$ cat src/verilog/gpu_geom_pkg.sv
package gpu_geom_pkg;

    // Screen or sprite-sheet position
    typedef logic [15:0] coord_t;

    typedef logic [15:0] colour_t;  // RGB565

    // Byte address on the memory bus
    typedef logic [31:0] addr_t;

    typedef logic [31:0] word_t;    // One AXI-lite data beat

    localparam int BYTES_PER_WORD = 4;

endpackage

$ cat src/verilog/gpu_pixel_pkg.sv
package gpu_pixel_pkg;
    import gpu_geom_pkg::*;

    typedef enum logic {
        PIX_DIRECT16,
        PIX_INDEX8
    } pix_fmt_t;

    typedef enum logic {
        SRC_FILL,
        SRC_SHEET
    } colour_src_t;

    // One memory word, read as colours or as palette indices
    typedef union packed {
        colour_t [1:0]   colour;  // Lower address in low half
        logic [3:0][7:0] index;   // Lowest byte address lowest
    } pix_word_u;

endpackage

$ cat src/verilog/raster_counter.sv
`timescale 1ns/100ps

module raster_counter
    import gpu_geom_pkg::*;
(
    input  logic   clk,
    input  logic   rst,
    input  logic   start,
    input  logic   step,
    input  coord_t width,
    input  coord_t height,
    output coord_t x,
    output coord_t y,
    output logic   last,
    output logic   empty
);

coord_t width_q;
coord_t height_q;

always_ff @(posedge clk) begin
    if (rst) begin
        x <= '0;
        y <= '0;
        width_q <= '0;
        height_q <= '0;
    end else if (start) begin
        x <= '0;
        y <= '0;
        width_q <= width;   // Rectangle size for this draw
        height_q <= height;
    end else if (step) begin
        if (x == width_q - 16'd1) begin
            x <= '0;        // Wrap to next row
            y <= y + 16'd1;
        end else begin
            x <= x + 16'd1;
        end
    end
end

assign empty = (width_q == 16'd0) || (height_q == 16'd0);
assign last = !empty && (x == width_q - 16'd1) && (y == height_q - 16'd1);

endmodule

$ cat src/verilog/draw_sequencer.sv
`timescale 1ns/100ps

module draw_sequencer
    import gpu_geom_pkg::*, gpu_pixel_pkg::*;
#(
    parameter int FB_WIDTH  = 400,
    parameter int FB_HEIGHT = 240
) (
    input  logic        clk,
    input  logic        rst,
    input  logic        cmd_valid,
    output logic        cmd_ready,
    input  coord_t      sheet_x,
    input  coord_t      sheet_y,
    input  coord_t      screen_x,
    input  coord_t      screen_y,
    input  coord_t      rect_width,
    input  coord_t      rect_height,
    input  logic        mirror_x,
    input  logic        mirror_y,
    input  colour_src_t colour_src,
    input  colour_t     fill_colour,
    input  coord_t      x,
    input  coord_t      y,
    input  logic        last,
    input  logic        empty,
    output logic        start,
    output logic        step,
    output logic        px_valid,
    input  logic        px_ready,
    output coord_t      px_sheet_x,
    output coord_t      px_sheet_y,
    output coord_t      px_screen_x,
    output coord_t      px_screen_y,
    output logic        fill_valid,
    input  logic        fill_ready,
    output colour_t     fill_colour_out,
    input  logic        pixel_done,
    output logic        is_busy
);

typedef enum logic {
    IDLE,
    GENERATING
} seq_state_t;

seq_state_t  state;
seq_state_t  state_next;
coord_t      scr_x0;
coord_t      scr_y0;
coord_t      sht_x0;
coord_t      sht_y0;
coord_t      width_q;
coord_t      height_q;
logic        mir_x_q;
logic        mir_y_q;
colour_src_t src_q;
colour_t     fill_q;
coord_t      off_x;
coord_t      off_y;
logic [3:0]  pending;       // Issued but not yet written
logic [3:0]  pending_next;
logic        busy_next;
logic        out_of_bounds;
logic        generating;
logic        issue;

assign start = cmd_valid && cmd_ready;

assign off_x = mir_x_q ? width_q - 16'd1 - x : x;
assign off_y = mir_y_q ? height_q - 16'd1 - y : y;
assign px_screen_x = scr_x0 + off_x;
assign px_screen_y = scr_y0 + off_y;
assign px_sheet_x = sht_x0 + x;     // Sheet walk is never mirrored
assign px_sheet_y = sht_y0 + y;
assign fill_colour_out = fill_q;

assign out_of_bounds = (px_screen_x >= FB_WIDTH) || (px_screen_y >= FB_HEIGHT);
assign generating = (state == GENERATING) && !empty && !out_of_bounds;
assign px_valid = generating && (src_q == SRC_SHEET);
assign fill_valid = generating && (src_q == SRC_FILL);
assign issue = (px_valid && px_ready) || (fill_valid && fill_ready);
assign step = issue;

always_comb begin
    state_next = state;
    pending_next = pending + 4'(issue) - 4'(pixel_done);
    case (state)
        IDLE: begin
            if (start)
                state_next = GENERATING;
        end
        GENERATING: begin
            // First clipped pixel ends the draw
            if (empty || out_of_bounds || (issue && last))
                state_next = IDLE;
        end
    endcase
    if (start)
        busy_next = (rect_width != 16'd0) && (rect_height != 16'd0);
    else
        busy_next = (state_next == GENERATING) || (pending_next != 4'd0);
end

always_ff @(posedge clk) begin
    if (rst) begin
        state <= IDLE;
        pending <= '0;
        is_busy <= 1'b0;
        cmd_ready <= 1'b0;
    end else begin
        state <= state_next;
        pending <= pending_next;
        is_busy <= busy_next;
        cmd_ready <= (state_next == IDLE) && !busy_next;
    end
end

always_ff @(posedge clk) begin
    if (start) begin
        scr_x0 <= screen_x;
        scr_y0 <= screen_y;
        sht_x0 <= sheet_x;
        sht_y0 <= sheet_y;
        width_q <= rect_width;
        height_q <= rect_height;
        mir_x_q <= mirror_x;
        mir_y_q <= mirror_y;
        src_q <= colour_src;
        fill_q <= fill_colour;
    end
end

endmodule

$ cat src/verilog/texel_fetch.sv
`timescale 1ns/100ps

module texel_fetch
    import gpu_geom_pkg::*, gpu_pixel_pkg::*;
(
    input  logic     clk,
    input  logic     rst,
    input  addr_t    sheet_base,
    input  coord_t   sheet_width,
    input  pix_fmt_t pix_fmt,
    input  logic     in_valid,
    output logic     in_ready,
    input  coord_t   sheet_x,
    input  coord_t   sheet_y,
    input  coord_t   screen_x,
    input  coord_t   screen_y,
    output addr_t    m_axil_araddr,
    output logic     m_axil_arvalid,
    input  logic     m_axil_arready,
    input  word_t    m_axil_rdata,
    input  logic     m_axil_rvalid,
    output logic     m_axil_rready,
    output logic     tx_valid,
    input  logic     tx_ready,
    output colour_t  tx_value,
    output logic     tx_is_index,
    output coord_t   tx_x,
    output coord_t   tx_y
);

localparam int LANE_BITS = $clog2(BYTES_PER_WORD);

typedef enum logic [1:0] {
    S_IDLE,
    S_ADDR,
    S_DATA,
    S_OUT
} fetch_state_t;

fetch_state_t         state;
addr_t                pixel_index;
addr_t                byte_addr;
addr_t                word_addr;
logic [LANE_BITS-1:0] lane;
logic [LANE_BITS-1:0] lane_q;
logic [LANE_BITS-1:0] sel_lane;
addr_t                cache_addr;
word_t                cache_word;
logic                 cache_valid;
logic                 hit;
logic                 in_hs;
logic                 r_hs;
pix_word_u            src_word;
colour_t              field;

assign pixel_index = addr_t'(sheet_y) * addr_t'(sheet_width) + addr_t'(sheet_x);
assign byte_addr = sheet_base + ((pix_fmt == PIX_DIRECT16) ? pixel_index << 1 : pixel_index);
assign word_addr = byte_addr & ~addr_t'(BYTES_PER_WORD - 1);
assign lane = byte_addr[LANE_BITS-1:0];

assign hit = cache_valid && (cache_addr == word_addr);

assign in_ready = (state == S_IDLE);
assign m_axil_arvalid = (state == S_ADDR);
assign m_axil_rready = (state == S_DATA);
assign tx_valid = (state == S_OUT);

assign in_hs = in_valid && in_ready;
assign r_hs = m_axil_rvalid && m_axil_rready;

// Word arriving now, else the kept one
assign src_word = r_hs ? m_axil_rdata : cache_word;
assign sel_lane = r_hs ? lane_q : lane;

always_comb begin
    if (pix_fmt == PIX_DIRECT16)
        field = src_word.colour[sel_lane[LANE_BITS-1]];
    else
        field = colour_t'(src_word.index[sel_lane]);   // Index, zero-extended
end

always_ff @(posedge clk) begin
    if (rst) begin
        state <= S_IDLE;
        cache_valid <= 1'b0;
    end else begin
        case (state)
            S_IDLE: begin
                if (in_hs)
                    state <= hit ? S_OUT : S_ADDR;
            end
            S_ADDR: begin
                if (m_axil_arready)
                    state <= S_DATA;
            end
            S_DATA: begin
                if (m_axil_rvalid) begin
                    state <= S_OUT;
                    cache_valid <= 1'b1;
                end
            end
            S_OUT: begin
                if (tx_ready)
                    state <= S_IDLE;
            end
        endcase
    end
end

always_ff @(posedge clk) begin
    if (in_hs) begin
        m_axil_araddr <= word_addr;     // Only leaves on a miss
        lane_q <= lane;
        tx_x <= screen_x;
        tx_y <= screen_y;
        tx_is_index <= (pix_fmt == PIX_INDEX8);
    end
    if ((in_hs && hit) || r_hs)
        tx_value <= field;
    if (r_hs) begin
        cache_word <= m_axil_rdata;
        cache_addr <= m_axil_araddr;
    end
end

endmodule

$ cat src/verilog/palette_lookup.sv
`timescale 1ns/100ps

module palette_lookup
    import gpu_geom_pkg::*;
(
    input  logic        clk,
    input  logic        rst,
    input  logic [15:0] ct_offset,
    input  logic        in_valid,
    output logic        in_ready,
    input  colour_t     value,
    input  logic        is_index,
    input  coord_t      in_x,
    input  coord_t      in_y,
    output logic [15:0] ct_address,
    input  colour_t     ct_colour,
    output logic        out_valid,
    input  logic        out_ready,
    output colour_t     colour,
    output coord_t      out_x,
    output coord_t      out_y
);

logic    s1_valid;
logic    s1_is_index;
logic    s2_is_index;
colour_t s1_value;
colour_t s2_value;
coord_t  s1_x;
coord_t  s1_y;

assign in_ready = out_ready;    // Shifts every cycle
assign colour = s2_is_index ? ct_colour : s2_value;

always_ff @(posedge clk) begin
    if (rst) begin
        s1_valid <= 1'b0;
        out_valid <= 1'b0;
    end else begin
        s1_valid <= in_valid && in_ready;
        out_valid <= s1_valid;
    end
end

always_ff @(posedge clk) begin
    ct_address <= value + ct_offset;    // Table answers next cycle
    s1_value <= value;
    s1_is_index <= is_index;
    s1_x <= in_x;
    s1_y <= in_y;
    s2_value <= s1_value;
    s2_is_index <= s1_is_index;
    out_x <= s1_x;
    out_y <= s1_y;
end

endmodule

$ cat src/verilog/fb_write_port.sv
`timescale 1ns/100ps

module fb_write_port
    import gpu_geom_pkg::*;
(
    input  logic    clk,
    input  logic    rst,
    input  logic    fill_valid,
    input  coord_t  fill_x,
    input  coord_t  fill_y,
    input  colour_t fill_colour,
    output logic    fill_ready,
    input  logic    pal_valid,
    input  coord_t  pal_x,
    input  coord_t  pal_y,
    input  colour_t pal_colour,
    output logic    pal_ready,
    output coord_t  fb_x,
    output coord_t  fb_y,
    output colour_t fb_colour,
    output logic    fb_write
);

logic fill_hs;
logic pal_hs;

// Framebuffer takes a pixel every cycle
assign fill_ready = 1'b1;
assign pal_ready = 1'b1;

assign fill_hs = fill_valid && fill_ready;
assign pal_hs = pal_valid && pal_ready;

always_ff @(posedge clk) begin
    if (rst)
        fb_write <= 1'b0;
    else
        fb_write <= fill_hs || pal_hs;
end

always_ff @(posedge clk) begin
    if (fill_hs) begin      // Fill has priority
        fb_x <= fill_x;
        fb_y <= fill_y;
        fb_colour <= fill_colour;
    end else if (pal_hs) begin
        fb_x <= pal_x;
        fb_y <= pal_y;
        fb_colour <= pal_colour;
    end
end

endmodule

$ cat src/verilog/blit_engine.sv
`timescale 1ns/100ps

module blit_engine
    import gpu_geom_pkg::*, gpu_pixel_pkg::*;
#(
    parameter int FB_WIDTH  = 400,
    parameter int FB_HEIGHT = 240
) (
    input  logic        clk,
    input  logic        rst,
    // Sheet and palette fields stay put until the draw is done
    input  addr_t       sheet_base,
    input  coord_t      sheet_x,
    input  coord_t      sheet_y,
    input  coord_t      sheet_width,
    input  coord_t      screen_x,
    input  coord_t      screen_y,
    input  coord_t      rect_width,
    input  coord_t      rect_height,
    input  logic        mirror_x,
    input  logic        mirror_y,
    input  pix_fmt_t    pix_fmt,
    input  colour_src_t colour_src,
    input  colour_t     fill_colour,
    input  logic [15:0] ct_offset,
    input  logic        cmd_valid,
    output logic        cmd_ready,
    output logic        is_busy,
    output addr_t       m_axil_araddr,
    output logic        m_axil_arvalid,
    input  logic        m_axil_arready,
    input  word_t       m_axil_rdata,
    input  logic        m_axil_rvalid,
    output logic        m_axil_rready,
    output logic [15:0] ct_address,
    input  colour_t     ct_colour,
    output coord_t      fb_x,
    output coord_t      fb_y,
    output colour_t     fb_colour,
    output logic        fb_write
);

coord_t  x;
coord_t  y;
logic    last;
logic    empty;
logic    start;
logic    step;
logic    px_valid;
logic    px_ready;
coord_t  px_sheet_x;
coord_t  px_sheet_y;
coord_t  px_screen_x;
coord_t  px_screen_y;
logic    fill_valid;
logic    fill_ready;
colour_t fill_colour_q;
logic    tx_valid;
logic    tx_ready;
colour_t tx_value;
logic    tx_is_index;
coord_t  tx_x;
coord_t  tx_y;
logic    pal_valid;
logic    pal_ready;
colour_t pal_colour;
coord_t  pal_x;
coord_t  pal_y;

draw_sequencer #(
    .FB_WIDTH  (FB_WIDTH),
    .FB_HEIGHT (FB_HEIGHT)
) i_sequencer (
    .clk,
    .rst,
    .cmd_valid,
    .cmd_ready,
    .sheet_x,
    .sheet_y,
    .screen_x,
    .screen_y,
    .rect_width,
    .rect_height,
    .mirror_x,
    .mirror_y,
    .colour_src,
    .fill_colour,
    .x,
    .y,
    .last,
    .empty,
    .start,
    .step,
    .px_valid,
    .px_ready,
    .px_sheet_x,
    .px_sheet_y,
    .px_screen_x,
    .px_screen_y,
    .fill_valid,
    .fill_ready,
    .fill_colour_out (fill_colour_q),
    .pixel_done      (fb_write),
    .is_busy
);

raster_counter i_raster (
    .clk,
    .rst,
    .start,
    .step,
    .width  (rect_width),
    .height (rect_height),
    .x,
    .y,
    .last,
    .empty
);

texel_fetch i_fetch (
    .clk,
    .rst,
    .sheet_base,
    .sheet_width,
    .pix_fmt,
    .in_valid (px_valid),
    .in_ready (px_ready),
    .sheet_x  (px_sheet_x),
    .sheet_y  (px_sheet_y),
    .screen_x (px_screen_x),
    .screen_y (px_screen_y),
    .m_axil_araddr,
    .m_axil_arvalid,
    .m_axil_arready,
    .m_axil_rdata,
    .m_axil_rvalid,
    .m_axil_rready,
    .tx_valid,
    .tx_ready,
    .tx_value,
    .tx_is_index,
    .tx_x,
    .tx_y
);

palette_lookup i_palette (
    .clk,
    .rst,
    .ct_offset,
    .in_valid  (tx_valid),
    .in_ready  (tx_ready),
    .value     (tx_value),
    .is_index  (tx_is_index),
    .in_x      (tx_x),
    .in_y      (tx_y),
    .ct_address,
    .ct_colour,
    .out_valid (pal_valid),
    .out_ready (pal_ready),
    .colour    (pal_colour),
    .out_x     (pal_x),
    .out_y     (pal_y)
);

fb_write_port i_fb_port (
    .clk,
    .rst,
    .fill_valid,
    .fill_x      (px_screen_x),
    .fill_y      (px_screen_y),
    .fill_colour (fill_colour_q),
    .fill_ready,
    .pal_valid,
    .pal_x,
    .pal_y,
    .pal_colour,
    .pal_ready,
    .fb_x,
    .fb_y,
    .fb_colour,
    .fb_write
);

endmodule

$ cat config.mk
export PLATFORM = sky130hd
export DESIGN_NAME = blit_engine
export DESIGN_NICKNAME = d
export VERILOG_FILES = /design/src/verilog/gpu_geom_pkg.sv /design/src/verilog/gpu_pixel_pkg.sv /design/src/verilog/raster_counter.sv /design/src/verilog/draw_sequencer.sv /design/src/verilog/texel_fetch.sv /design/src/verilog/palette_lookup.sv /design/src/verilog/fb_write_port.sv /design/src/verilog/blit_engine.sv
export SDC_FILE = /design/constraint.sdc
export NUM_CORES = 2
export LEC_CHECK = 0
export ABC_AREA = 1
export BUFFER_PORTS_ARGS = -buffer_cell sky130_fd_sc_hd__buf_2
export CORE_ASPECT_RATIO = 1.25
export CORE_UTILIZATION = 60
export DETAILED_ROUTE_END_ITERATION = 8
export GPL_ROUTABILITY_DRIVEN = 0
export PLACE_DENSITY_LB_ADDON = 0.12
export RECOVER_POWER = 100
export SETUP_SLACK_MARGIN = 0.4
export SLEW_MARGIN = 30
export SYNTH_ARGS = -nofsm -noshare
export SYNTH_HDL_FRONTEND = slang
export SYNTH_SLANG_ARGS = --single-unit
$ cat constraint.sdc
create_clock -name clk -period 13.99 [get_ports clk]
set_input_delay 4.197 -clock clk [delete_from_list [all_inputs] [get_ports clk]]
set_output_delay 4.197 -clock clk [all_outputs]
set_load 0.005 [all_outputs]
==> results.py <==
metrics = {
    "setup_path": {
        "path_max_fanout": 16,
        "end_kind": "flip-flop",
        "slowest_stage": "fa_1",
        "crit_type": "input port to flip-flop",
        "critPathMaxStageDelay_ns": 0.53,
        "rrSetupSlack_ns": 2.39,
        "r2r-end": "i_fetch.tx_value[6]",
        "critical_path.most_common_cell": "inv_1",
        "startpoint_type": "input port",
        "r2r_start": "i_sequencer.sht_y0[2]",
        "reg2regPathDepth": 55,
        "critPathArrivalTime_ns": 13.07,
        "worstPathRequired_ns": 14.25,
    },
    "min_path": {
        "hold-path-cell-count": 0,
        "hp-start": "i_palette.s1_y[2]",
        "hp-class": "flip-flop to flip-flop",
        "min_delay_worst_endpoint": "i_palette.out_y[2]",
    },
    "logic_synthesis": {
        "synth_top_area_cell": "edfxtp_1",
        "yosys-top-cells-area": "edfxtp_1 (24%), dfxtp_1 (13%), fa_1 (13%), nand2_1 (11%), ha_1 (9.3%)",
        "synthTopCellsByCount": "nand2_1 (1025), inv_1 (718), nor2_1 (341)",
        "synth_area_um2": 34700,
        "async_reset_ff_frac": 0,
        "synth_most_common_cell": "nand2_1",
        "synth.avg_cell_area_um2": 8.38,
        "seq_area_frac_synth": 0.366,
        "synth-main-ff-cell": "edfxtp_1",
        "ys_seq_elements": 497,
        "yosysUniqueCellTypes": 60,
        "synth_edf_count": 274,
        "synth_top_area_share": 0.237,
        "yosysWarnings": 0,
        "syn_inst": 4140,
    },
    "floorplan": {
        "io_pins": 334,
        "initial_core_util": 0.607,
        "die_x_um": 217,
        "die_h_um": 271,
        "core-area_um2": 57100,
        "core.rowCount": 98,
        "die_area_um2": 58800,
    },
    "layout": {
        "area_growth_pct": 10.7,
        "layout.nets": 5167,
        "largestRegisters": "i_fetch.cache_word x32, i_fetch.cache_addr x30, i_fetch.m_axil_araddr x30",
        "largest_register_ffs": 32,
        "regMostFlops": "i_fetch.cache_word",
        "drive_gt1_frac": 0.0887,
    },
    "drt": {
        "post-route-drc-count": 0,
        "viasPerCell": 5.36,
        "dr.pass1.iters": 7,
        "wirelength_um": 90500,
        "wire_per_inst_um": 17.2,
        "initialDrtViolationCount": 2131,
        "ant_nets": 0,
        "vias": 28200,
    },
    "sta": {
        "finalHoldViolations": 0,
        "fin_crit_sh": 0.916,
        "slew_viol_final": 446,
        "fmax_mhz": 78.1,
        "tightestPinTransition_ns": 4.01,
        "setup_viol": 0,
        "relSlewSlack": -1.67,
        "min_period_ns": 12.81,
        "fin_worst_skew_ns": 0.0505,
        "rsz0062_at_grt": "no",
        "finalSetupTns_ns": 0,
    },
    "cts": {
        "cts_setup_buffers": 0,
        "clkLatencyLatePin_ns": 0.62,
        "cts_tree": "done",
        "htree_levels": 2,
        "cts_buffers": 48,
        "cts_resized": 0,
        "cts-root-buf": "clkbuf_16",
        "clk_path_buf_depth": 3,
        "cts_hold_buf": 0,
        "clkTransAtPathRegs_ns": 0.07,
        "clock_sinks": 497,
    },
    "run_status": {
        "violations": "capacitance limit, slew limit",
        "status": "finished with violations",
    },
    "placement": {
        "hpwlAfterDp_um": 72400,
        "io_buffers": 331,
    },
    "grt": {
        "grt_pass1_wl_um": 141000,
        "grt-ovfl-total": 0,
        "grt_pass1_vias": 27100,
        "grt_max_degree": 72,
        "track_usage": 0.309,
        "antenna_found_initial": 5,
    },
    "job": {
        "cap_violations": 8,
    },
}
==> cell families (layout without fill, tap and decap cells) <==
family,count (synthesis),after routing,synth area share
AO/OA/AOI/OAI,460,460,0.0727
XOR/XNOR,165,165,0.0433
adder cells (fa/ha/maj),476,476,0.219
buffers and inverters,815,1172,0.0893
flip-flops,497,497,0.366
multiplexers,1,1,0.000289
other,1,7,0.000108
AND/OR/NAND/NOR,1725,1725,0.209
==> stage by stage <==
stage               hold WS [ns]  instances  utilization  cell area, um2  worst slack (ns)
finish                     0.297       5253        0.672           38400              1.18
global route               0.301       5251        0.672           38400             0.424
CTS                        0.289       5248        0.676           38600              1.39
detailed placement         0.312       5158        0.648           37100             0.754
global placement           0.310       5158        0.648           37100             0.944
floorplan                  0.310       4141            -           34700              1.88
==> cells in the final DEF, fill, tap and decap left out, drive strengths merged, types with 3 or more instances in the layout <==
cell	n
nor4	14
dfxtp	223
a21boi	5
a21oi	186
o211ai	3
inv	737
xnor2	59
xnor3	3
o31ai	5
clkbuf	164
ha	257
nand2	1036
nor2	356
o22ai	13
clkinv	26
nand3	181
buf	241
diode	5
o21ai	200
nand4	39
or2	39
nand3b	12
edfxtp	274
nor3	43
a31oi	10
xor2	103
a21o	8
o21bai	21
fa	219
a211oi	4
==> worst max-delay path by stage <==
stage                    from                    to  slack [ns]
6_report       sheet_width[1]   i_fetch.tx_value[6]        1.18
5_1_grt        sheet_width[1]   i_fetch.tx_value[6]        0.42
4_1_cts        sheet_width[4]  i_fetch.tx_value[14]        1.39
3_5_place_dp   sheet_width[4]   i_fetch.tx_value[1]        0.75
3_3_place_gp   sheet_width[5]   i_fetch.tx_value[0]        0.94
2_1_floorplan  sheet_width[1]   i_fetch.tx_value[0]        1.88
==> critical path: cells and delay by family <==
family / cells / cell delay [ns]
simple gates: 21 / 2.96
compound gates: 7 / 1.28
fa+ha+maj: 8 / 3.75
buf+inv: 10 / 0.86
==> routing by layer <==
layer,track usage,share of wire,vias up
li1,-,-,13800
met1,0.392,0.40,13100
met2,0.515,0.48,1071
met3,0.0423,0.071,216
met4,0.160,0.055,0
met5,0,0,-
==> cell type report <==
type / instances / area [um2]
diodes: 5 / 12.5
clock buffers: 63 / 1280
clock inverters: 27 / 297
fillers: 4971 / 18700
inverters: 740 / 2780
multi-input cells: 2829 / 18800
flip-flops and latches: 497 / 12700
well taps: 750 / 938
repair buffers: 342 / 1600
Power is left out: the tool's default activity adds up to more than one toggle a clock period on the data nets, which glitch-free logic cannot reach.
